===== config.mk =====
export PLATFORM = sky130hd
export DESIGN_NAME = uartMsgTop
export DESIGN_NICKNAME = d
export VERILOG_FILES = /design/src/uartPkg.sv /design/src/btnDebounce.sv /design/src/msgBuffer.sv /design/src/uartMsgTop.sv /design/src/uartRx.sv /design/src/uartTx.sv
export VERILOG_INCLUDE_DIRS = /design/src
export SDC_FILE = /design/constraint.sdc
export NUM_CORES = 1
export LEC_CHECK = 0
export BUFFER_PORTS_ARGS = -buffer_cell sky130_fd_sc_hd__clkbuf_2
export CAP_MARGIN = 25
export CORE_AREA = 2 2 98 100
export DETAILED_ROUTE_END_ITERATION = 8
export DIE_AREA = 0 0 100 102
export GPL_TIMING_DRIVEN = 0
export PLACE_DENSITY = 0.83
export SLEW_MARGIN = 20
export SYNTH_ARGS = -nofsm -noshare
export SYNTH_HDL_FRONTEND = slang
export SYNTH_SLANG_ARGS = --single-unit

===== constraint.sdc =====
create_clock -name sys_clk -period 3.3 [get_ports sys_clk]
set_input_delay 0.165 -clock sys_clk [delete_from_list [all_inputs] [get_ports sys_clk]]
set_output_delay 0.165 -clock sys_clk [all_outputs]
set_load 0.02 [all_outputs]

===== src/uart_consts.svh =====
// Bit timing, buffer depth, clear command, debounce length and RGB status codes
`ifndef UART_CONSTS_SVH
`define UART_CONSTS_SVH

// Serial bit timing
`define CLKS_PER_BIT     16        // Clocks per bit in simulation, 234 on a 27 MHz board

// Message buffer
`define MSG_DEPTH        8         // Byte slots in the buffer
`define CLEAR_CODE       8'h2F     // Command byte that empties the buffer

// Button
`define DEBOUNCE_CYCLES  32        // Stable clocks before a level counts

// RGB status codes
`define RGB_IDLE         3'b000    // Nothing received yet
`define RGB_STORED       3'b101    // Last byte went into the buffer
`define RGB_CLEARED      3'b011    // Buffer emptied by clear command
`define RGB_FULL         3'b110    // Last byte dropped on a full buffer

`endif

===== src/uartPkg.sv =====
// Packed structs for byte beats and board status outputs
package uartPkg;

    // One byte on a receive or transmit path
    typedef struct packed {
        logic       valid;     // High for one cycle per byte
        logic [7:0] data;      // Byte payload
    } byteBeat_t;

    // Board LED outputs
    typedef struct packed {
        logic [3:0] led;       // Low nibble of last received byte
        logic [2:0] rgb;       // Buffer state code
    } statusLed_t;

endpackage


===== src/btnDebounce.sv =====
// Button synchronizer, stability counter and re-arm flag giving one play pulse per press
`include "uart_consts.svh"

module btnDebounce (
    input  logic sys_clk,
    input  logic rstN,
    input  logic btn,
    output logic playReq
);
    localparam int cntW = $clog2(`DEBOUNCE_CYCLES);
    localparam logic [cntW-1:0] stableLast = cntW'(`DEBOUNCE_CYCLES - 1);

    logic [1:0]      syncReg;
    logic            btnSync;
    logic            btnStable;                // Debounced level, low is pressed
    logic [cntW-1:0] stableCnt;
    logic            armed;                    // Set after a stable release

    assign btnSync = syncReg[1];

    always_ff @(posedge sys_clk) begin
        if (!rstN) begin
            syncReg   <= 2'b11;                // Released
            btnStable <= 1'b1;
            stableCnt <= '0;
            armed     <= 1'b1;
            playReq   <= 1'b0;
        end else begin
            syncReg <= {syncReg[0], btn};
            playReq <= 1'b0;
            if (btnSync != btnStable) begin
                if (stableCnt == stableLast) begin
                    btnStable <= btnSync;      // New level accepted
                    stableCnt <= '0;
                    if (btnSync) begin
                        armed <= 1'b1;         // Stable release
                    end else if (armed) begin
                        playReq <= 1'b1;       // One pulse per press
                        armed   <= 1'b0;
                    end
                end else begin
                    stableCnt <= stableCnt + 1'b1;
                end
            end else begin
                stableCnt <= '0;               // Bounce restarts the count
            end
        end
    end

endmodule


===== src/msgBuffer.sv =====
// Message memory with record, clear and overflow rules, status LEDs and credit-paced playback
`include "uart_consts.svh"

module msgBuffer #(
    parameter int depth = 8                    // Byte slots
) (
    input  logic                sys_clk,
    input  logic                rstN,
    input  uartPkg::byteBeat_t  rxBeat,
    input  logic                playReq,
    input  logic                creditReturn,
    output uartPkg::byteBeat_t  txBeat,
    output uartPkg::statusLed_t status
);
    import uartPkg::*;

    localparam int cntW = $clog2(depth + 1);   // Count runs 0 to depth
    localparam int ptrW = $clog2(depth);

    logic [7:0]      mem [depth];
    logic [cntW-1:0] msgCount;                 // Stored bytes
    logic [ptrW-1:0] rdPtr;                    // Next slot to play
    logic            playing;
    logic [1:0]      creditCnt;                // Transmitter credits held
    statusLed_t      statusReg;

    logic            issue;
    logic            lastByte;
    logic            startPlay;
    logic            rxAccept;
    logic            isClear;
    logic            hasRoom;
    logic            storeByte;

    assign issue     = playing && (creditCnt != 2'd0);        // One beat per credit
    assign lastByte  = (cntW'(rdPtr) + cntW'(1)) == msgCount;
    assign startPlay = !playing && playReq && (msgCount != '0);
    assign rxAccept  = !playing && !startPlay && rxBeat.valid; // Dropped while playing
    assign isClear   = (rxBeat.data == `CLEAR_CODE);
    assign hasRoom   = (msgCount < cntW'(depth));
    assign storeByte = rxAccept && !isClear && hasRoom;

    assign txBeat = byteBeat_t'{valid: issue, data: mem[rdPtr]};
    assign status = statusReg;

    always_ff @(posedge sys_clk) begin
        if (!rstN) begin
            msgCount  <= '0;
            rdPtr     <= '0;
            playing   <= 1'b0;
            creditCnt <= 2'd1;                 // Transmitter starts empty
            statusReg <= '{led: 4'h0, rgb: `RGB_IDLE};
        end else begin
            creditCnt <= creditCnt + 2'(creditReturn) - 2'(issue);

            if (playing) begin
                if (issue) begin
                    rdPtr <= rdPtr + 1'b1;
                    if (lastByte) begin
                        playing <= 1'b0;       // Last stored byte issued
                    end
                end
            end else if (startPlay) begin
                playing <= 1'b1;
                rdPtr   <= '0;
            end

            if (rxAccept) begin
                statusReg.led <= rxBeat.data[3:0];
                if (isClear) begin
                    msgCount      <= '0;       // Contents left in place
                    statusReg.rgb <= `RGB_CLEARED;
                end else if (hasRoom) begin
                    msgCount      <= msgCount + 1'b1;
                    statusReg.rgb <= `RGB_STORED;
                end else begin
                    statusReg.rgb <= `RGB_FULL;  // Overflow byte dropped
                end
            end
        end
    end

    always_ff @(posedge sys_clk) begin
        if (storeByte) begin
            mem[msgCount[ptrW-1:0]] <= rxBeat.data;
        end
    end

endmodule


===== src/uartMsgTop.sv =====
// Top level wiring of UART receiver, button debouncer, message buffer and UART transmitter
`include "uart_consts.svh"

module uartMsgTop (
    input  logic                sys_clk,
    input  logic                rstN,
    input  logic                rx,
    input  logic                btn,
    output logic                tx,
    output uartPkg::statusLed_t status
);
    import uartPkg::*;

    byteBeat_t rxBeat;                         // Receiver to buffer
    byteBeat_t txBeat;                         // Buffer to transmitter
    logic      playReq;
    logic      creditReturn;

    uartRx #(
        .clksPerBit (`CLKS_PER_BIT)
    ) uRx (
        .sys_clk (sys_clk),
        .rstN    (rstN),
        .rx      (rx),
        .rxBeat  (rxBeat)
    );

    btnDebounce uBtn (
        .sys_clk (sys_clk),
        .rstN    (rstN),
        .btn     (btn),
        .playReq (playReq)
    );

    msgBuffer #(
        .depth (`MSG_DEPTH)
    ) uBuf (
        .sys_clk      (sys_clk),
        .rstN         (rstN),
        .rxBeat       (rxBeat),
        .playReq      (playReq),
        .creditReturn (creditReturn),
        .txBeat       (txBeat),
        .status       (status)
    );

    uartTx #(
        .clksPerBit (`CLKS_PER_BIT)
    ) uTx (
        .sys_clk      (sys_clk),
        .rstN         (rstN),
        .txBeat       (txBeat),
        .tx           (tx),
        .creditReturn (creditReturn)
    );

endmodule


===== src/uartRx.sv =====
// UART receiver with input synchronizer, mid-bit sampling FSM and byte beat output
module uartRx #(
    parameter int clksPerBit = 16              // System clocks per serial bit
) (
    input  logic               sys_clk,
    input  logic               rstN,
    input  logic               rx,
    output uartPkg::byteBeat_t rxBeat
);
    localparam int cntW = $clog2(clksPerBit);
    localparam logic [cntW-1:0] halfLast = cntW'(clksPerBit / 2 - 1);  // Half bit from edge
    localparam logic [cntW-1:0] waitLast = cntW'(clksPerBit - 2);      // Full bit incl. read cycle

    typedef enum logic [2:0] {
        sIdle,
        sStart,
        sWait,
        sRead,
        sStop
    } rxState_t;

    rxState_t        state;
    logic [2:0]      syncReg;                  // Two sync flops plus edge history
    logic            rxSync;
    logic            fallEdge;
    logic [cntW-1:0] bitCnt;                   // Clocks within current bit
    logic [2:0]      bitIdx;                   // Data bit number
    logic [7:0]      shiftReg;                 // Fills from the MSB end
    logic            beatValid;

    assign rxSync   = syncReg[1];
    assign fallEdge = syncReg[2] & ~syncReg[1];     // High to low on the line
    assign rxBeat   = '{valid: beatValid, data: shiftReg};

    always_ff @(posedge sys_clk) begin
        if (!rstN) begin
            syncReg <= '1;                     // Line idles high
        end else begin
            syncReg <= {syncReg[1:0], rx};
        end
    end

    always_ff @(posedge sys_clk) begin
        if (!rstN) begin
            state     <= sIdle;
            bitCnt    <= '0;
            bitIdx    <= '0;
            beatValid <= 1'b0;
        end else begin
            beatValid <= 1'b0;                 // Single-cycle beat
            case (state)
                sIdle: begin
                    if (fallEdge) begin        // Start of frame
                        state  <= sStart;
                        bitCnt <= '0;
                        bitIdx <= '0;
                    end
                end
                sStart: begin
                    if (bitCnt == halfLast) begin
                        bitCnt <= '0;
                        state  <= rxSync ? sIdle : sWait;   // Glitch returns to idle
                    end else begin
                        bitCnt <= bitCnt + 1'b1;
                    end
                end
                sWait: begin
                    if (bitCnt == waitLast) begin
                        state <= sRead;        // Next cycle is mid-bit
                    end else begin
                        bitCnt <= bitCnt + 1'b1;
                    end
                end
                sRead: begin
                    bitCnt <= '0;
                    bitIdx <= bitIdx + 1'b1;
                    state  <= (bitIdx == 3'd7) ? sStop : sWait;
                end
                sStop: begin
                    if (bitCnt == waitLast) begin
                        state     <= sIdle;    // Stop level not checked
                        beatValid <= 1'b1;     // Mid stop bit
                    end else begin
                        bitCnt <= bitCnt + 1'b1;
                    end
                end
                default: state <= sIdle;
            endcase
        end
    end

    // LSB arrives first
    always_ff @(posedge sys_clk) begin
        if (state == sRead) begin
            shiftReg <= {rxSync, shiftReg[7:1]};
        end
    end

endmodule


===== src/uartTx.sv =====
// UART transmitter with byte latch, bit shifter, registered line output and credit return
module uartTx #(
    parameter int clksPerBit = 16              // System clocks per serial bit
) (
    input  logic               sys_clk,
    input  logic               rstN,
    input  uartPkg::byteBeat_t txBeat,
    output logic               tx,
    output logic               creditReturn
);
    localparam int cntW = $clog2(clksPerBit);
    localparam logic [cntW-1:0] bitLast = cntW'(clksPerBit - 1);

    typedef enum logic [1:0] {
        sIdle,
        sStart,
        sData,
        sStop
    } txState_t;

    txState_t        state;
    logic [cntW-1:0] bitCnt;                   // Clocks within current bit
    logic [2:0]      bitIdx;                   // Data bit number
    logic [7:0]      shiftReg;                 // Current bit at position 0
    logic            txReg;
    logic            bitEnd;

    assign bitEnd       = (bitCnt == bitLast);
    assign tx           = txReg;
    assign creditReturn = (state == sStop) && bitEnd;   // Last stop-bit cycle

    always_ff @(posedge sys_clk) begin
        if (!rstN) begin
            state  <= sIdle;
            bitCnt <= '0;
            bitIdx <= '0;
            txReg  <= 1'b1;                    // Idle line high
        end else begin
            case (state)
                sIdle: begin
                    if (txBeat.valid) begin
                        state  <= sStart;
                        bitCnt <= '0;
                        txReg  <= 1'b0;        // Start bit next cycle
                    end
                end
                sStart: begin
                    if (bitEnd) begin
                        state  <= sData;
                        bitCnt <= '0;
                        bitIdx <= '0;
                        txReg  <= shiftReg[0];
                    end else begin
                        bitCnt <= bitCnt + 1'b1;
                    end
                end
                sData: begin
                    if (bitEnd) begin
                        bitCnt <= '0;
                        if (bitIdx == 3'd7) begin
                            state <= sStop;
                            txReg <= 1'b1;     // Stop bit
                        end else begin
                            bitIdx <= bitIdx + 1'b1;
                            txReg  <= shiftReg[1];
                        end
                    end else begin
                        bitCnt <= bitCnt + 1'b1;
                    end
                end
                sStop: begin
                    if (bitEnd) begin
                        state  <= sIdle;
                        bitCnt <= '0;
                    end else begin
                        bitCnt <= bitCnt + 1'b1;
                    end
                end
                default: state <= sIdle;
            endcase
        end
    end

    always_ff @(posedge sys_clk) begin
        if (state == sIdle && txBeat.valid) begin
            shiftReg <= txBeat.data;           // Latch on accept
        end else if (state == sData && bitEnd) begin
            shiftReg <= shiftReg >> 1;         // LSB first
        end
    end

endmodule


==> metrics.md <==
| Metric | Value |
|---|---|
| Status | `complete, no violations` |
| GRT overflow | `0` |
| Shortest clock period the worst path allows after layout | `2.99 ns` |
| CTS Buffer Depth | `2` |
| Max FO, Critical Path | `10` |
| Peak VDD IR | `0.564 mV` |
| Final GP Congestion | `0.891` |
| Worst setup path end | `uBuf.mem[2][2]` |
| Clock-pin slew on the worst setup and hold paths | `0.07 ns` |
| Ys async rst share | `0%` |
| Synth top area cells | `edfxtp_1, dfxtp_1, mux4_2, ha_1, nand2_1` |
| 1st-iter DRT viols | `309` |
| Post-synth EDFFs | `80` |
| Yosys warning count | `0` |
| Area grow syn2layout | `14.8%` |
| Relative slew slack | `44.2%` |
| Hold_buf cts | `5` |
| Cell Area, Synth | `5590 um2` |
| Fin. Hold Viols | `0` |
| Syn Inst Count | `420` |
| Share of cells above drive strength 1 | `15.8%` |
| RR Startpoint | `uBuf.msgCount[1]` |
| Yosys reg bits | `133` |
| Actual slew at the worst max-slew pin | `0.825 ns` |
| Routed wire length | `12,000 um` |
| Final Skew | `0.0109 ns` |
| Vias | `3,616` |
| Cells resized by post-CTS repair | `0` |
| N_diodes | `0` |
| Post-layout nets | `478` |
| Clk_lat worst skew | `0.52 ns` |
| H-tree Lvls | `4` |
| Final setup TNS | `0 ns` |
| RSZ-0062 raised after global routing | `false` |
| Critical Path Source Type | `flop` |
| Top-area cell type share of the netlist area | `43.0%` |
| Area of the core | `9110 um2` |
| Arr. time, crit path | `3.13 ns` |
| Die width | `100 um` |
| HPWL after detailed placement | `6850 um` |
| CTS Sinks | `133` |
| Register-to-Register Path Depth | `7` |
| Seq/Total Area, Yosys | `62.0%` |
| Pin count of the biggest net entering global routing | `17` |
| Initial core utilization | `61.3%` |
| Tightest Hold Check Type | `flop to flop` |
| Reg-to-reg slack, setup | `0.31 ns` |
| Primary FF master, synth | `edfxtp_1` |
| Vias per cell | `6.25` |
| Commonest cells in the netlist | `edfxtp_1, dfxtp_1, nand2_1` |
| Synth cell types | `58` |
| Most frequent cell after synthesis | `edfxtp_1` |
| Post-route ant nets | `0` |
| I/O Buffers | `11` |
| Fin area | `6410 um2` |
| Drt pass-1 iters | `5` |
| Placed inst area | `5780 um2` |
| Vias in the first global route | `3,592` |
| Endpoints failing setup | `0` |
| Num CTS Buffers | `17` |
| Max cap viols | `0` |
| P per Cell Area | `570 nW/um2` |
| Root Buffer | `clkbuf_8` |
| Global-route wire length before repair | `19,000 um` |
| # fillers | `560` |
| Synth area leader | `edfxtp_1` |
| FP Rows | `35` |
| Final period util | `90.5%` |
| Drc violations | `0` |
| Die area | `10,200 um2` |
| Syn nets | `443` |
| Number of antenna violations at the first check in global routing | `0` |
| CP Launch Point | `uBuf.msgCount[1]` |
| CP endpoint kind | `flop` |
| GR Util All Layers | `25.4%` |
| WL per Instance | `20.8 um` |
| WP data required | `3.45 ns` |
| Max-slew violations | `0` |
| I/O pins | `12` |
| Setup CP Type | `flop to flop` |
| Mapped Avg Cell Area | `13.3 um2` |
| F_max | `335 MHz` |
| CTS tree | `done` |
| Pleak | `2.29 nW` |
| Die Y | `102 um` |
| Post-CTS Repair Setup Buffers | `0` |
| Critical R2R Capture | `uBuf.mem[2][2]` |
## logic make-up after synthesis
group,share of synthesized area (%)
compound gates,8.31
xor+xnor,1.73
fa+ha+maj,4.26
buf+inv,2.58
flops,62.0
mux,8.98
simple gates,12.1
## placed cells by master, fill, tap and decap left out, drive strengths merged, types with 4 or more instances in the layout
cell         instances
clkinv               6
dlygate4sd3          5
nand2               37
a21oi               18
edfxtp              80
nor2b                5
mux4                16
clkbuf              40
nor3b                5
nor2                28
or4                  5
and3                 4
dfxtp               53
nand2b              11
inv                 19
a22oi                6
buf                  8
xnor2                8
ha                  19
o21ai               17
nand3               10
mux2i               13
## registers in the layout, indices dropped and copies added (netlist names), 3 cells and up, named ones only
name,flops
uRx.bitCnt,4
uBuf.mem,64
uRx.shiftReg,8
uBuf.rdPtr,3
uTx.bitCnt,4
uBtn.stableCnt,5
uBuf.status,7
uBuf.msgCount,4
uRx.state,3
uTx.shiftReg,8
uTx.bitIdx,3
uRx.syncReg,3
uRx.bitIdx,3
## layout make-up
class / count / area, um2 / area share, %
plain buffers: 20 / 95.1 / 1.48
clock buffers: 17 / 414 / 6.46
clock inverters: 15 / 169 / 2.63
inverters: 13 / 48.8 / 0.761
multi-input cells: 254 / 1980 / 30.8
flip-flops and latches: 133 / 3460 / 54.0
well taps: 111 / 139 / 2.17
repair buffers: 16 / 105 / 1.64
## power breakdown
part	internal [mW]	total [mW]	switching, mW
clock network	1.10	1.86	0.766
logic	0.0152	0.0427	0.0275
registers	1.74	1.75	0.00351
## metrics by stage
stage	power [mW]	setup slack, ns	cells	hold slack (ns)	util (%)
6_report	3.65	0.313	579	0.426	70.4
5_1_grt	3.74	0.154	579	0.449	70.4
4_1_cts	3.65	0.331	579	0.420	70.4
3_5_place_dp	1.82	0.419	542	0.352	63.4
3_3_place_gp	1.82	0.476	542	0.349	63.4
2_1_floorplan	1.81	0.872	420	0.238	-
## per-layer routing
metal | share of wire, % | track usage, %
met4 | 2.3 | 8.01
met1 | 40 | 31.9
met2 | 51 | 43.3
met3 | 6.6 | 7.11
met5 | 0 | 0
## worst max-delay path: stages (launching register included)
cell and delay, ns:
dfxtp_1 0.32, clkbuf_1 0.22, inv_1 0.16, ha_1 0.16, nor3b_4 0.34, o211ai_4 0.19
or4_4 0.57, nor2_1 0.65
## worst min-delay path by stage
| stage | startpoint | end | slack (ns) | cells past startpoint |
|---|---|---|---|---|
| floorplan | rstN | uBtn.syncReg[0] | 0.24 | 1 |
| global placement | btn | uBtn.syncReg[0] | 0.35 | 2 |
| detailed placement | rx | uRx.syncReg[0] | 0.35 | 2 |
| CTS | uRx.syncReg[0] | uRx.syncReg[1] | 0.42 | 1 |
| global route | uRx.syncReg[0] | uRx.syncReg[1] | 0.45 | 1 |
| finish | uRx.syncReg[0] | uRx.syncReg[1] | 0.43 | 1 |
Note: power is estimated with default switching activity, not from simulation.
